### src/hdl/sram_defs.svh
/* Sizing macros for the three-bank SRAM store
   Included by the package and by every module that needs a width or latency */

`ifndef SRAM_DEFS_SVH
`define SRAM_DEFS_SVH

// Bank layout
`define NUM_BANKS   3      // Banks present, field value 3 is out of range
`define BANK_SEL_W  2      // Bank field at top of address
`define BANK_AW     10     // Word address inside a bank
`define BANK_WORDS  1024   // Words per bank, 2**BANK_AW

// Word and lane layout
`define DATA_W      36
`define LANES       4      // Byte lanes per word
`define LANE_W      9      // Bits per lane, 8 data plus parity slot

// Array read to output register, in cycles
`define BANK_RD_LAT 2

`endif

### src/hdl/sram_pkg.sv
/* Shared types for the SRAM store
   Modules import this inside their body and use scoped names in port lists */

`default_nettype none

`include "sram_defs.svh"

package sram_pkg;

  typedef logic [`DATA_W-1:0]   word_t;       // One data word
  typedef logic [`LANES-1:0]    lane_en_t;    // Lane write enables, active high
  typedef logic [`BANK_AW-1:0]  bank_addr_t;  // Word address inside a bank
  typedef logic [`NUM_BANKS-1:0] bank_mask_t; // One strobe per bank

  // Bank select on top, bank_addr_t below
  typedef logic [`BANK_SEL_W+`BANK_AW-1:0] mem_addr_t;

  // Post-reset clear machine of a bank
  typedef enum logic {
    CLR_RUN,   // Zero-fill in progress
    CLR_IDLE   // Done, bank accepts traffic
  } clr_state_t;

endpackage

`default_nettype wire

### src/hdl/req_dispatch.sv
/* Request front end: registers the write and read requests, decodes the bank
   and drives one-hot bank strobes, or error flags for the missing bank */

`timescale 1ns/1ps
`default_nettype none

`include "sram_defs.svh"

module req_dispatch (
  input  logic                  CLK,
  input  logic                  rst,
  input  logic                  ready,
  input  logic                  wr_en,
  input  sram_pkg::mem_addr_t   wr_addr,
  input  sram_pkg::word_t       wr_data,
  input  sram_pkg::lane_en_t    wr_be,
  input  logic                  rd_en,
  input  sram_pkg::mem_addr_t   rd_addr,
  output sram_pkg::bank_mask_t  bank_wr,
  output sram_pkg::bank_addr_t  wr_baddr,
  output sram_pkg::word_t       wr_bdata,
  output sram_pkg::lane_en_t    wr_bbe,
  output sram_pkg::bank_mask_t  bank_rd,
  output sram_pkg::bank_addr_t  rd_baddr,
  output logic                  wr_err,
  output logic                  rd_oob
);

  import sram_pkg::*;

  logic                    wr_take;   // Write accepted this cycle
  logic                    rd_take;   // Read accepted this cycle
  logic [`BANK_SEL_W-1:0]  wr_sel;
  logic [`BANK_SEL_W-1:0]  rd_sel;
  logic                    wr_hit;    // Bank field names a real bank
  logic                    rd_hit;

  // One-hot bank select, all zero for a missing bank
  function automatic bank_mask_t bank_decode(input logic [`BANK_SEL_W-1:0] sel);
    bank_mask_t m;
    m = '0;
    if (sel < `NUM_BANKS) begin
      m[sel] = 1'b1;
    end
    return m;
  endfunction

  // Nothing is taken while the banks are still clearing
  assign wr_take = wr_en & ready;
  assign rd_take = rd_en & ready;

  assign wr_sel = wr_addr[`BANK_SEL_W+`BANK_AW-1:`BANK_AW];  // Upper field
  assign rd_sel = rd_addr[`BANK_SEL_W+`BANK_AW-1:`BANK_AW];
  assign wr_hit = (wr_sel < `NUM_BANKS);
  assign rd_hit = (rd_sel < `NUM_BANKS);

  // Strobes and flags, one cycle after the request
  always_ff @(posedge CLK) begin
    if (rst) begin
      bank_wr <= '0;
      bank_rd <= '0;
      wr_err  <= 1'b0;
      rd_oob  <= 1'b0;
    end else begin
      bank_wr <= wr_take ? bank_decode(wr_sel) : '0;
      bank_rd <= rd_take ? bank_decode(rd_sel) : '0;
      wr_err  <= wr_take & ~wr_hit;  // Write dropped, flag only
      rd_oob  <= rd_take & ~rd_hit;  // Collector answers zero later
    end
  end

  // Payload follows the strobes, shared by all banks
  always_ff @(posedge CLK) begin
    if (wr_take) begin
      wr_baddr <= wr_addr[`BANK_AW-1:0];
      wr_bdata <= wr_data;
      wr_bbe   <= wr_be;
    end
    if (rd_take) begin
      rd_baddr <= rd_addr[`BANK_AW-1:0];
    end
  end

endmodule

`default_nettype wire

### config.mk
export PLATFORM = sky130hd
export DESIGN_NAME = req_dispatch
export DESIGN_NICKNAME = d
export VERILOG_FILES = /design/src/hdl/sram_pkg.sv /design/src/hdl/req_dispatch.sv
export VERILOG_INCLUDE_DIRS = /design/src /design/src/hdl
export SDC_FILE = /design/constraint.sdc
export NUM_CORES = 1
export LEC_CHECK = 0
export ABC_AREA = 1
export CORE_ASPECT_RATIO = 0.8
export CORE_MARGIN = 4
export CORE_UTILIZATION = 60
export CTS_CLUSTER_SIZE = 8
export DETAILED_ROUTE_END_ITERATION = 8
export DONT_BUFFER_PORTS = 1
export PLACE_DENSITY = 0.84
export SYNTH_ARGS = -nofsm -noshare
export SYNTH_HDL_FRONTEND = slang
export SYNTH_SLANG_ARGS = --single-unit
### constraint.sdc
create_clock -name CLK -period 1.5 [get_ports CLK]
set_clock_uncertainty 0.1 [all_clocks]
set_input_delay 0.075 -clock CLK [delete_from_list [all_inputs] [get_ports CLK]]
set_output_delay 0.075 -clock CLK [all_outputs]
set_load 0.005 [all_outputs]
==> impl_metrics.yaml, run 1 <==
status:
  run_status: "stopped before the end"
  stop_stage: "4_1_cts"
  firstError: "[ERROR DPL-0033] detailed placement checks failed during check placement."
synth:
  post_synth_inst_count: 95
  synth-seq-cells: 68
  post-synth-top-count-cell: "edfxtp_1"
  mappedNetlistArea_um2: 2070
  synthTopCellsByCount: "edfxtp_1 (60), nand2_1 (10), dfxtp_1 (8), nor2_1 (6), inv_1 (5)"
  synth_warnings: 0
  synth.largest_area_cell: "edfxtp_1"
  yosysTopAreaCellShare: 0.870
  synthesis.nets: 164
  synth.distinct_cells: 8
  ys_top_cells_by_area: "edfxtp_1 (87%), dfxtp_1 (7.7%), nand2_1 (1.8%)"
  synth_enable_flop_cells: 60
  sequential_to_total_area_share_from_yosys_stat: 0.947
  synth_flop_cell: "edfxtp_1"
  asyncSetResetFlopFracSynth: 0
  synth.avg_cell_area_um2: 21.8
cts:
  cts-root-to-sink-buffers: 2
  htree_levels: 3
  postCtsResizedCells: 0
  root_buffer: "clkbuf_8"
  cts_hold_buf: 70
  post-cts-setup-buffers: 0
  cts_inserted_buffers: 9
  clock_sink_count: 68
placed_design:
  placed_wire_length_estimate_um: 3080
  buffer_ports.inserted: 0
  routability_congestion: 0.692
floorplan:
  die_w_um: 73.7
  die_h_um: 60.5
  core.rowCount: 18
  initial_core_util: 0.647
  design.portCount: 137
## through the flow
| stage | worst slack (ps) | cells | utilization | instance area [um2] | hold WS, ps |
|---|---|---|---|---|---|
| 2_1_floorplan | 309 | 95 | - | 2070 | 51.6 |
| 3_3_place_gp | 534 | 137 | 0.668 | 2140 | 55.8 |
| 3_5_place_dp | 505 | 137 | 0.668 | 2140 | 58.1 |
## cell families after synthesis
logic type,after synthesis,share of synthesized area
DFF,68,0.947
buffers and inverters,7,0.0127
and+or+nand+nor,20,0.0399
==> inputs of run 2 (changes only) <==
Settings changed: CORE_ASPECT_RATIO 0.8 to unset, CORE_UTILIZATION 60 to 40, CTS_CLUSTER_SIZE 8 to unset, PLACE_DENSITY 0.84 to unset, PLACE_DENSITY_LB_ADDON set to 0.15.
==> impl_metrics.yaml, run 2 <==
status:
  run_status: "finished clean"
synth:
  post_synth_inst_count: 95
  ys_top_cells_by_area: "edfxtp_1 (87%), dfxtp_1 (7.7%), nand2_1 (1.8%)"
  synth-seq-cells: 68
  asyncSetResetFlopFracSynth: 0
  synthesis.nets: 164
  synth_enable_flop_cells: 60
  synthTopCellsByCount: "edfxtp_1 (60), nand2_1 (10), dfxtp_1 (8), nor2_1 (6), inv_1 (5)"
  post-synth-top-count-cell: "edfxtp_1"
  sequential_to_total_area_share_from_yosys_stat: 0.947
  yosysTopAreaCellShare: 0.870
  synth.distinct_cells: 8
  mappedNetlistArea_um2: 2070
  synth_warnings: 0
  synth.avg_cell_area_um2: 21.8
  synth_flop_cell: "edfxtp_1"
  synth.largest_area_cell: "edfxtp_1"
layout:
  max_ffs_per_register: 36
  biggestRegsByFlops: "wr_bdata (36), rd_baddr (10), wr_baddr (10)"
  leading_cell_types_in_the_layout_fill_and_taps_excluded: "dlygate4sd3_1 (72), edfxtp_1 (60), nand2_1 (10)"
  layout_commonest_cell: "dlygate4sd3_1"
  drive_above_1_share: 0.0761
  cell_area_after_layout_um2: 3050
  layoutNonFillerInstCount: 251
  design.final.nets: 248
  antenna_cells_inserted: 0
  largest_register: "wr_bdata"
  area_delta_synth_final_pct: 47.2
sta:
  setup_violations: 0
  max_clock_freq_mhz: 715
  finalWorstPathRequiredPeriod_ps: 1400
  timing_max_transition_violations_final: 0
  slew-limit-headroom: 0.824
  worst-slew-pin-transition_ps: 264
  fin_tns_setup_ps: 0
  fin_crit_sh: 0.932
  timing_hold_violations_final: 0
  rsz0062_at_grt: "no"
power:
  power.share.combinational: 0.057
  powerDensity_nw_per_um2: 1190
  power.share.clock: 0.322
  leakage_power_nw: 1.08
  switchingPower_mw: 0.698
  cell_internal_pwr_mw: 2.93
  max-vdd-ir-drop_v: 0.000596
  sequentialPowerShare: 0.622
  swShare: 0.192
floorplan:
  design.portCount: 137
  initial_core_util: 0.424
  die_h_um: 80.0
  core.rowCount: 25
  dieArea_um2: 6390
  core_um2: 4880
  die_w_um: 80.0
critical_path:
  critical_path.top_delay_family: "buffers and inverters"
  slowest_stage: "dlygate4sd3_1"
  critPathKind: "in -> reg"
  setup.worst_path.start_class: "primary input"
  cp.buffers_inverters: 3
  crit_top_cell: "dlygate4sd3_1"
  worst-endpoint-arrival_ps: 1570
  worst_setup_path_end_kind: "flop"
  critical_path_required_ps: 1670
  critical_path.max_fanout: 11
  crit_path_cell_trace: "dlygate4sd3_1, nand2_1, inv_4, nand2_2, nor2_1, dlygate4sd3_1"
  max_stage_delay_ps: 540
cts:
  cts_tree: "done"
  cts_inserted_buffers: 9
  cts-root-to-sink-buffers: 2
  htree_levels: 3
  path_clk_slew_ps: 60
  post-cts-setup-buffers: 0
  clock_sink_count: 68
  root_buffer: "clkbuf_8"
placed_design:
  routability_congestion: 0.691
  place.detailed.instances: 163
  buffer_ports.inserted: 0
  placed_wire_length_estimate_um: 2760
  dpl-instance-area_um2: 2170
routing:
  drt-total-wl_um: 4430
  vias: 1129
  viasPerCell: 4.50
  route.detailed.drc: 0
  ant_nets: 0
  drtIter0Drc: 45
  dr.pass1.iters: 4
  avgRoutedWirePerCell_um: 17.6
hold_path:
  holdCritPathClass: "in -> reg"
global_route:
  grtUsageTotal: 0.139
  grt_max_degree: 52
  grt_pass1_wl_um: 6080
  number_of_global_route_vias_before_repair: 1162
  gr-total-overflow: 0
  antenna_found_initial: 0
run:
  timing.max_cap.violations: 0
run 2: cell counts after synthesis:
Identical to the previous run, type by type.
run 2: cells by family after synthesis:
logic type	after synthesis	synth area share
buffers and inverters	7	0.0127
DFF	68	0.947
and+or+nand+nor	20	0.0399
run 2: cell type report:
cell class / count / area, um2
clock buffers: 16 / 150
fillers: 383 / 1830
inverters: 7 / 28.8
multi-input cells: 20 / 82.6
flip-flops and latches: 68 / 1960
well taps: 67 / 83.8
repair buffers: 73 / 741
run 2: tightest hold or removal path: stages:
cell and delay [ps]:
nand2_1 120, inv_4 100, nand2_2 90, nor2_1 40
run 2: final timing paths:
check                 depth (start not counted)   from          to
worst max-delay path                          6  ready  bank_rd[2]
worst min-delay path                          4  rd_en  bank_rd[1]
run 2: timing repair:
action / CTS / global route
resized for setup: 0 / 1
hold endpoints to repair: 68 / 0
setup endpoints to repair: 0 / 1
hold buffers: 72 / 0
run 2: power by group through the flow:
stage	registers (mW)	clock network [mW]	logic, mW
after floorplan	2.27	0	0.0379
final	2.26	1.17	0.206
after global placement	2.30	0	0.0518
after global routing	2.26	1.33	0.222
after CTS	2.26	1.22	0.205
after detailed placement	2.30	0	0.0540
run 2: stage by stage:
step	util	hold slack (ps)	power (mW)	setup WS, ps
2_1_floorplan	-	51.6	2.31	309
3_3_place_gp	0.446	54.4	2.35	607
3_5_place_dp	0.446	58.3	2.35	592
4_1_cts	0.624	5.15	3.68	109
5_1_grt	0.625	38.2	3.82	27.8
6_report	0.625	37.7	3.63	101
run 2: per-layer routing:
metal  track usage  share of wire  vias to the layer above
li1              -              -                      514
met1         0.106           0.31                      519
met2         0.257           0.54                       86
met3        0.0813           0.13                       10
met4        0.0861          0.021                        0
met5             0              0                        -
Note: power is estimated with default switching activity, not from simulation.
