### src/hdl/sram_defs.svh
/* Sizing macros for the three-bank SRAM store
   Included by the package and by every module that needs a width or latency */

`ifndef SRAM_DEFS_SVH
`define SRAM_DEFS_SVH

// Bank layout
`define NUM_BANKS   3      // Banks present, field value 3 is out of range
`define BANK_SEL_W  2      // Bank field at top of address
`define BANK_AW     10     // Word address inside a bank
`define BANK_WORDS  1024   // Words per bank, 2**BANK_AW

// Word and lane layout
`define DATA_W      36
`define LANES       4      // Byte lanes per word
`define LANE_W      9      // Bits per lane, 8 data plus parity slot

// Array read to output register, in cycles
`define BANK_RD_LAT 2

`endif

### src/hdl/sram_pkg.sv
/* Shared types for the SRAM store
   Modules import this inside their body and use scoped names in port lists */

`default_nettype none

`include "sram_defs.svh"

package sram_pkg;

  typedef logic [`DATA_W-1:0]   word_t;       // One data word
  typedef logic [`LANES-1:0]    lane_en_t;    // Lane write enables, active high
  typedef logic [`BANK_AW-1:0]  bank_addr_t;  // Word address inside a bank
  typedef logic [`NUM_BANKS-1:0] bank_mask_t; // One strobe per bank

  // Bank select on top, bank_addr_t below
  typedef logic [`BANK_SEL_W+`BANK_AW-1:0] mem_addr_t;

  // Post-reset clear machine of a bank
  typedef enum logic {
    CLR_RUN,   // Zero-fill in progress
    CLR_IDLE   // Done, bank accepts traffic
  } clr_state_t;

endpackage

`default_nettype wire

### src/hdl/rd_collect.sv
/* Read return merge: picks the result of the bank that answered and lines up
   the out-of-range flag with the bank latency, giving one in-order result */

`timescale 1ns/1ps
`default_nettype none

`include "sram_defs.svh"

module rd_collect (
  input  logic                  CLK,
  input  logic                  rst,
  input  sram_pkg::bank_mask_t  bank_rd_valid,
  input  sram_pkg::word_t       rd_bdata0,
  input  sram_pkg::word_t       rd_bdata1,
  input  sram_pkg::word_t       rd_bdata2,
  input  logic                  rd_oob,
  output logic                  rd_valid,
  output sram_pkg::word_t       rd_data,
  output logic                  rd_err
);

  import sram_pkg::*;

  logic [`BANK_RD_LAT-1:0]  oob_pipe;  // Flag delay, same depth as a bank read
  logic                     oob_al;    // Flag aligned with bank results
  word_t                    sel0;
  word_t                    sel1;
  word_t                    sel2;

  // Shift the out-of-range flag along with the bank pipeline
  always_ff @(posedge CLK) begin
    if (rst) begin
      oob_pipe <= '0;
    end else begin
      oob_pipe <= {oob_pipe[`BANK_RD_LAT-2:0], rd_oob};
    end
  end

  assign oob_al = oob_pipe[`BANK_RD_LAT-1];

  // At most one bank answers per cycle
  assign sel0 = bank_rd_valid[0] ? rd_bdata0 : '0;
  assign sel1 = bank_rd_valid[1] ? rd_bdata1 : '0;
  assign sel2 = bank_rd_valid[2] ? rd_bdata2 : '0;

  assign rd_data  = sel0 | sel1 | sel2;  // Zero for an out-of-range read
  assign rd_valid = (|bank_rd_valid) | oob_al;
  assign rd_err   = oob_al;

endmodule

`default_nettype wire

### config.mk
export PLATFORM = sky130hd
export DESIGN_NAME = rd_collect
export DESIGN_NICKNAME = d
export VERILOG_FILES = /design/src/hdl/sram_pkg.sv /design/src/hdl/rd_collect.sv
export VERILOG_INCLUDE_DIRS = /design/src /design/src/hdl
export SDC_FILE = /design/constraint.sdc
export NUM_CORES = 1
export LEC_CHECK = 0
export ABC_AREA = 1
export BUFFER_PORTS_ARGS = -buffer_cell sky130_fd_sc_hd__buf_2
export CORE_ASPECT_RATIO = 1.75
export CORE_MARGIN = 2
export CORE_UTILIZATION = 26
export DETAILED_ROUTE_END_ITERATION = 10
export MAX_ROUTING_LAYER = met4
export PLACE_DENSITY = 0.79
export SLEW_MARGIN = 5
export SYNTH_ARGS = -nofsm -noshare
export SYNTH_HDL_FRONTEND = slang
export SYNTH_SLANG_ARGS = --single-unit
### constraint.sdc
create_clock -name CLK -period 0.81 [get_ports CLK]
set_input_delay 0.162 -clock CLK [delete_from_list [all_inputs] [get_ports CLK]]
set_output_delay 0.162 -clock CLK [all_outputs]
set_load 0.01 [all_outputs]
==> flow_summary.json, run 1 <==
{
  "outcome": "stopped before the end",
  "haltStage": "global routing",
  "error_line": "[ERROR DPL-0038] Utilization greater than 100%, impossible to legalize",
  "avgSynthCellArea_um2": 4.853,
  "floorplan.initialDensity_pct": 27.35,
  "htree_levels": 1,
  "fp-row-count": 26,
  "synth_nets": 279,
  "die_w_um": 45.95,
  "yosysMostFrequentCell": "nand2_1",
  "worst_endpoint": "rd_valid",
  "ys_top_cells_by_count": "nand2_1 (109), nand3_1 (35), buf_6 (11)",
  "synthesis.area_um2": 800.8,
  "cts_buffers": 3,
  "numClockSinks": 2,
  "gp_congestion": 0.8083,
  "synth_edf_count": 0,
  "synth.distinct_cells": 9,
  "synth_top_area_share_pct": 51.09,
  "holdBufCountCts": 0,
  "worst_endpoint_kind": "top-level output",
  "grt_max_degree": 18,
  "synthTopCellsByArea": "nand2_1 (51%), nand3_1 (22%), buf_6 (15%), dfxtp_1 (5.0%), buf_8 (1.9%)",
  "synth-seq-cells": 2,
  "ys_warn_count": 0,
  "synthCells": 165,
  "dpl.hpwl_um": 2921,
  "ios": 152,
  "synth_flop_cell": "dfxtp_1",
  "cts_root_buf": "clkbuf_8",
  "ys_seq_area_share_pct": 5.000,
  "die_height_um": 77.42,
  "synth_area_leader_cell": "nand2_1",
  "numPortBuffers": 151,
  "ys_async_sr_fraction_pct": 0,
  "cts.path.max_buffers": 2
}
metrics by stage:
stage	hold WS, ns	setup WS (ns)	std cells	instance area, um2	util [%]
2_1_floorplan	0.2332	0.06846	165	800.8	-
3_3_place_gp	0.3340	-0.08162	338	1573	53.72
3_5_place_dp	0.3381	-0.09615	338	1573	53.72
4_1_cts	0.1154	-0.1368	350	2018	68.93
logic make-up after synthesis:
group / Yosys count / synth area share, %
buffers and inverters: 14 / 18.28
AND/OR/NAND/NOR: 149 / 76.72
flip-flops: 2 / 5.000
repair_timing:
action / in CTS
gates cloned: 8
resized for setup: 59
buffers inserted: 1
pin swaps: 7
endpoints found under the setup margin: 38
==> run 2, diff against run 1 <==
--- a/config.mk
+++ b/config.mk
@@ -8,12 +8,10 @@
 export LEC_CHECK = 0
 export ABC_AREA = 1
 export BUFFER_PORTS_ARGS = -buffer_cell sky130_fd_sc_hd__buf_2
-export CORE_ASPECT_RATIO = 1.75
-export CORE_MARGIN = 2
-export CORE_UTILIZATION = 26
+export CORE_AREA = 2 2 63 65
 export DETAILED_ROUTE_END_ITERATION = 10
-export MAX_ROUTING_LAYER = met4
-export PLACE_DENSITY = 0.79
+export DIE_AREA = 0 0 65 67
+export PLACE_DENSITY_LB_ADDON = 0.15
 export SLEW_MARGIN = 5
 export SYNTH_ARGS = -nofsm -noshare
 export SYNTH_HDL_FRONTEND = slang
==> run 2 against run 1 <==
Against the previous run: synthesized cell count unchanged; synthesized area unchanged; the flow now finishes, with violations (negative setup slack).
==> flow_summary.json, run 2 <==
{
  "powerDensity_nw_per_um2": 757.9,
  "gr-usage-met3_pct": 3.885,
  "regMostFlops": "oob_pipe",
  "drv_slew": 0,
  "fin_nets": 443,
  "cts.path.max_buffers": 2,
  "syn2layout_area_growth_pct": 287.0,
  "cts_tree": "built",
  "numPortBuffers": 151,
  "grt-ovfl-total": 0,
  "wl_per_cell_um": 17.63,
  "synthCells": 165,
  "gp_congestion": 0.8380,
  "ys_top_cells_by_count": "nand2_1 (109), nand3_1 (35), buf_6 (11)",
  "grt_use_met1_pct": 24.02,
  "synth_edf_count": 0,
  "layout_min_cycle_time_ns": 0.9351,
  "critPathKind": "reg -> out",
  "drt-initial-drc-count": 86,
  "outcome": "complete, but fails checks",
  "cts_buffers": 3,
  "grt_max_degree": 10,
  "synth-seq-cells": 2,
  "grt_util_met2_pct": 47.81,
  "grt_pass1_wl_um": 7686,
  "holdBufCountCts": 0,
  "die_height_um": 67,
  "crit_end": "rd_valid",
  "grt_usage_pct": 23.06,
  "route.detailed.drc": 0,
  "dpl.hpwl_um": 3018,
  "die-area_um2": 4355,
  "whs_ns": 0.1298,
  "post_cts_buffers": 0,
  "grt.busiest_layer": "met2",
  "numClockSinks": 2,
  "core_area_um2": 3606,
  "startpoint_type": "register",
  "antenna_found_initial": 0,
  "layout_commonest_cell": "buf_2",
  "yosysMostFrequentCell": "nand2_1",
  "setup_tns_ns": -2.464,
  "r2r_setup_slack_ns": 0.35,
  "ios": 152,
  "crit_fanout": 2,
  "end_kind": "primary output",
  "drtAntennaViolNets": 0,
  "ys_warn_count": 0,
  "routed_wirelength_um": 6610,
  "synth_nets": 279,
  "reg2reg_from": "oob_pipe[0]",
  "synth_flop_cell": "dfxtp_1",
  "holdCritPathClass": "in -> reg",
  "synth_area_leader_cell": "nand2_1",
  "setup_viol": 38,
  "cts_root_buf": "clkbuf_8",
  "crit_start": "oob_pipe[1]",
  "ys_async_sr_fraction_pct": 0,
  "cp_data_required_time_ns": 0.65,
  "synthTopCellsByArea": "nand2_1 (51%), nand3_1 (22%), buf_6 (15%), dfxtp_1 (5.0%), buf_8 (1.9%)",
  "via_per_inst": 4.960,
  "layout_common_cells": "buf_2 (112), nand2_4 (75), buf_6 (37)",
  "largest_reg_flops": 2,
  "avgSynthCellArea_um2": 4.853,
  "first_pass_iters": 4,
  "cap_violations": 0,
  "max_slew_margin_pct": 92.71,
  "fp-row-count": 22,
  "largest_registers": "oob_pipe: 2 flops",
  "antenna_cells": 0,
  "arrival_ns": 0.77,
  "synth.distinct_cells": 9,
  "ys_seq_area_share_pct": 5.000,
  "rr_endpoint": "oob_pipe[1]",
  "clock_skew_ns": 0.003155,
  "hold_violations": 0,
  "timing.final.ws_setup_ns": -0.1251,
  "clk-insertion-delay-late_ns": 0.21,
  "synthesis.area_um2": 800.8,
  "rsz0062_at_grt": "true",
  "p_leak_nw": 1.814,
  "htree_levels": 1,
  "path_clk_slew_ns": 0.03,
  "ir_worst_vdd_uv": 890.2,
  "worst_slew_pin_slew_ns": 0.1093,
  "synth_top_area_share_pct": 51.09,
  "die_w_um": 65,
  "vias": 1860,
  "drive_gt1_share_pct": 96.94,
  "fmax_mhz": 1069,
  "r2r_cells": 2,
  "floorplan.initialDensity_pct": 22.21,
  "grt_pass1_vias": 1653,
  "violations": "negative setup slack",
  "fin_crit_sh_pct": 115.4
}
-- run 2: cell counts after synthesis --
No cell type changed its count.
-- run 2: area by class of cell --
class,count,area (um2)
well taps,48,60.06
inverters,2,7.507
multi-input cells,149,1425
fillers,212,506.7
flip-flops and latches,2,40.04
clock buffers,3,41.29
repair buffers,171,1525
-- run 2: cells by family (layout without fill, tap and decap cells) --
| logic type | after synthesis | count (layout) | synth area share [%] |
|---|---|---|---|
| flops | 2 | 2 | 5.000 |
| buf+inv | 14 | 176 | 18.28 |
| simple gates | 149 | 149 | 76.72 |
-- run 2: worst min path at each step --
stage	from	endpoint	slack [ns]	cells past startpoint
global route	rst	oob_pipe[1]	0.13	2
detailed placement	rst	oob_pipe[0]	0.34	2
floorplan	rst	oob_pipe[0]	0.23	1
global placement	rst	oob_pipe[1]	0.34	2
CTS	rst	oob_pipe[1]	0.12	2
finish	rst	oob_pipe[1]	0.13	2
-- run 2: per-layer routing --
| metal | part of all wire [%] | wire length, um |
|---|---|---|
| met5 | 0 | 0 |
| met1 | 35 | 2346 |
| met4 | 2.2 | 148 |
| met3 | 7.6 | 504 |
| met2 | 55 | 3610 |
-- run 2: through the flow --
stage | setup WS (ns) | cells | total power [mW] | area (um2) | utilization, %
3_3_place_gp | -0.09723 | 360 | 0.9848 | 1613 | 44.73
4_1_cts | -0.1305 | 373 | 1.849 | 2374 | 65.82
5_1_grt | -0.1476 | 375 | 2.460 | 3099 | 85.95
3_5_place_dp | -0.09776 | 360 | 0.9846 | 1613 | 44.73
6_report | -0.1251 | 375 | 2.349 | 3099 | 85.95
2_1_floorplan | 0.06846 | 165 | 0.5220 | 800.8 | -
-- run 2: critical path: stages, from the launching register on --
cell and delay (ns):
dfxtp_1 0.30, nor2_2 0.07, nand2_1 0.07, buf_6 0.12
-- run 2: where the power goes --
group | internal, mW | switching, mW
Combinational | 1.00 | 0.849
Sequential | 0.104 | 0.00162
Clock | 0.314 | 0.0785
-- run 2: repair_timing --
action	CTS	global route
endpoints found under the setup margin	38	38
pin swaps	25	50
hold endpoints to repair	0	0
gates cloned	10	2
resized for setup	127	153
No activity file was read; power rests on OpenSTA's default activity.
==> run 3, diff against run 2 <==
--- a/config.mk
+++ b/config.mk
@@ -6,7 +6,6 @@
 export SDC_FILE = /design/constraint.sdc
 export NUM_CORES = 1
 export LEC_CHECK = 0
-export ABC_AREA = 1
 export BUFFER_PORTS_ARGS = -buffer_cell sky130_fd_sc_hd__buf_2
 export CORE_AREA = 2 2 63 65
 export DETAILED_ROUTE_END_ITERATION = 10
==> run 3 against run 2 <==
Against the previous run: the flow still finishes with violations (negative setup slack); final cell count shrank 22%; sequential share of layout area increased by 1.1 points; clock skew up 0.0017 ns; first-iteration DRC count grew 41%; design area shrank 45%; via count decreased by 24%; synthesized area fell by 16%; clock power hardly changed; critical path depth decreased by 1; count of clock-buffer cells in the layout stayed put; critical path type unchanged; critical endpoint unchanged.
==> flow_summary.json, run 3 <==
{
  "drt-initial-drc-count": 121,
  "die_height_um": 67,
  "fp-row-count": 22,
  "drv_slew": 0,
  "grt_usage_pct": 14.14,
  "cp_slowest_cell": "or4_4",
  "path_cells": "or4_4 -> buf_6",
  "grt_use_met1_pct": 15.73,
  "grt_pass1_vias": 1127,
  "ios": 152,
  "synth-compound-area-share_pct": 53.83,
  "synth_area_leader_cell": "a222oi_1",
  "htree_levels": 1,
  "largest_registers": "oob_pipe: 2 flops",
  "final_util_pct": 47.26,
  "whs_ns": 0.1203,
  "worst_slew_pin_slew_ns": 0.2879,
  "violations": "negative setup slack",
  "layout_common_cells": "buf_2 (146), a222oi_1 (36), inv_1 (36)",
  "design_area_um2": 1704,
  "end_kind": "primary output",
  "numPortBuffers": 151,
  "drtAntennaViolNets": 0,
  "synthCells": 89,
  "rsz0062_at_grt": "true",
  "holdCritPathClass": "in -> reg",
  "layout_commonest_cell": "buf_2",
  "grt_pass1_wl_um": 4919,
  "hold_violations": 0,
  "r2r_cells": 1,
  "die_w_um": 65,
  "synth_top_family_by_area": "compound AO/OA/AOI/OAI gates",
  "ir_worst_vdd_uv": 954.7,
  "max_slew_margin_pct": 80.81,
  "grt_max_degree": 18,
  "timing.final.ws_setup_ns": -0.4235,
  "largest_reg_flops": 2,
  "synth_fa_ha_area_share_pct": 0,
  "synth.distinct_cells": 7,
  "cts_root_buf": "clkbuf_8",
  "syn2layout_area_growth_pct": 154.6,
  "via_per_inst": 4.845,
  "drive_gt1_share_pct": 69.14,
  "regMostFlops": "oob_pipe",
  "synthSimpleGateAreaFrac_pct": 3.551,
  "setup_viol": 38,
  "layout_min_cycle_time_ns": 1.234,
  "critPathKind": "reg -> out",
  "routed_wirelength_um": 3739,
  "synth-seq-cells": 2,
  "arrival_ns": 1.07,
  "route.detailed.drc": 0,
  "first_pass_iters": 7,
  "grt_util_met2_pct": 27.06,
  "ys_warn_count": 0,
  "cap_violations": 0,
  "floorplan.initialDensity_pct": 18.56,
  "outcome": "complete, but fails checks",
  "crit_fanout": 2,
  "holdPathStages": 2,
  "powerDensity_nw_per_um2": 851.8,
  "synthesis.area_um2": 669.4,
  "cts.path.max_buffers": 2,
  "gp_congestion": 0.7300,
  "grt.busiest_layer": "met2",
  "slowest_delay_ns": 0.41,
  "numClockSinks": 2,
  "grt-ovfl-total": 0,
  "startpoint_type": "register",
  "antenna_cells": 0,
  "dpl_cell_area_um2": 1490,
  "vias": 1410,
  "p_leak_nw": 1.017,
  "muxShareOfSynthArea_pct": 0,
  "synth_nets": 203,
  "path_clk_slew_ns": 0.03,
  "clk-insertion-delay-late_ns": 0.21,
  "avgSynthCellArea_um2": 7.521,
  "ys_top_cells_by_count": "a222oi_1 (36), inv_1 (36), buf_6 (8), buf_2 (4)",
  "fmax_mhz": 810.7,
  "wl_per_cell_um": 12.85,
  "antenna_found_initial": 0,
  "cp_data_required_time_ns": 0.65,
  "die-area_um2": 4355,
  "cts_tree": "built",
  "synth_edf_count": 0,
  "gr-usage-met3_pct": 2.534,
  "synth_top_area_share_pct": 53.83,
  "fin_crit_sh_pct": 152.3,
  "dpl.hpwl_um": 2863,
  "holdBufCountCts": 0,
  "synthTopCellsByArea": "a222oi_1 (54%), inv_1 (20%), buf_6 (13%), dfxtp_1 (6.0%), buf_2 (3.0%)",
  "clock_skew_ns": 0.004811,
  "ys_async_sr_fraction_pct": 0,
  "synth_flop_cell": "dfxtp_1",
  "synth-xor-area-share_pct": 0,
  "core_area_um2": 3606,
  "cts_buffers": 3,
  "fin_nets": 359,
  "ys_seq_area_share_pct": 5.981
}
==> run 3: cell types whose count changed after synthesis, sizes merged <==
cell,previous run,this run
nand2,109,0
nand3,36,0
or4,0,1
inv,2,36
a222oi,0,36
nor2,4,0
nor2b,0,2
==> run 3: layer usage <==
metal  vias to the layer above  share of wire [%]
met5                         -                  0
met2                        95                 51
li1                        681                  -
met4                         0               0.78
met3                         4                 10
met1                       630                 37
==> run 3: cells by family after synthesis <==
family,Yosys count
AOI/OAI and AO/OA,36
buffers and inverters,48
DFF,2
and+or+nand+nor,3
==> run 3: power breakdown <==
| part | switching [mW] | internal (mW) | leakage (nW) |
|---|---|---|---|
| Sequential | 0.00169 | 0.104 | 0.0169 |
| Clock | 0.0803 | 0.314 | 0.0216 |
| Combinational | 0.395 | 0.556 | 0.979 |
==> run 3: what timing repair did <==
item	CTS	global route
cloned	4	0
pin swaps	31	14
resized for setup	12	4
buffers inserted	0	1
setup endpoints to repair	38	38
==> run 3: final timing paths <==
path / to / slack (ns) / from
hold / removal: oob_pipe[1] / 0.12 / rst
setup / recovery: rd_valid / -0.42 / oob_pipe[1]
hold reg to reg: oob_pipe[1] / 0.43 / oob_pipe[0]
setup reg to reg: oob_pipe[1] / 0.32 / oob_pipe[0]
==> run 3: metrics by stage <==
step | setup WS (ns) | total power [mW] | std cells | TNS (ns)
floorplan | -0.1677 | 0.4993 | 89 | -5.187
global placement | -0.3595 | 0.9651 | 283 | -12.46
detailed placement | -0.3608 | 0.9602 | 283 | -12.49
CTS | -0.4237 | 1.467 | 290 | -11.79
global route | -0.4477 | 1.553 | 291 | -13.44
finish | -0.4235 | 1.452 | 291 | -11.30
==> run 3: area by class of cell <==
class | count | area (um2)
Clock buffer | 3 | 41.29
Sequential cell | 2 | 41.29
Inverter | 36 | 135.1
Fill cell | 360 | 1902
Timing Repair Buffer | 163 | 1042
Tap cell | 48 | 60.06
Multi-Input combinational cell | 39 | 384.1
==> run 3: critical path, delay by kind of cell, from the launching register on <==
kind                   cells  cell delay [ns]
and+or+nand+nor            1             0.41
DFF                        1             0.31
buffers and inverters      1             0.14
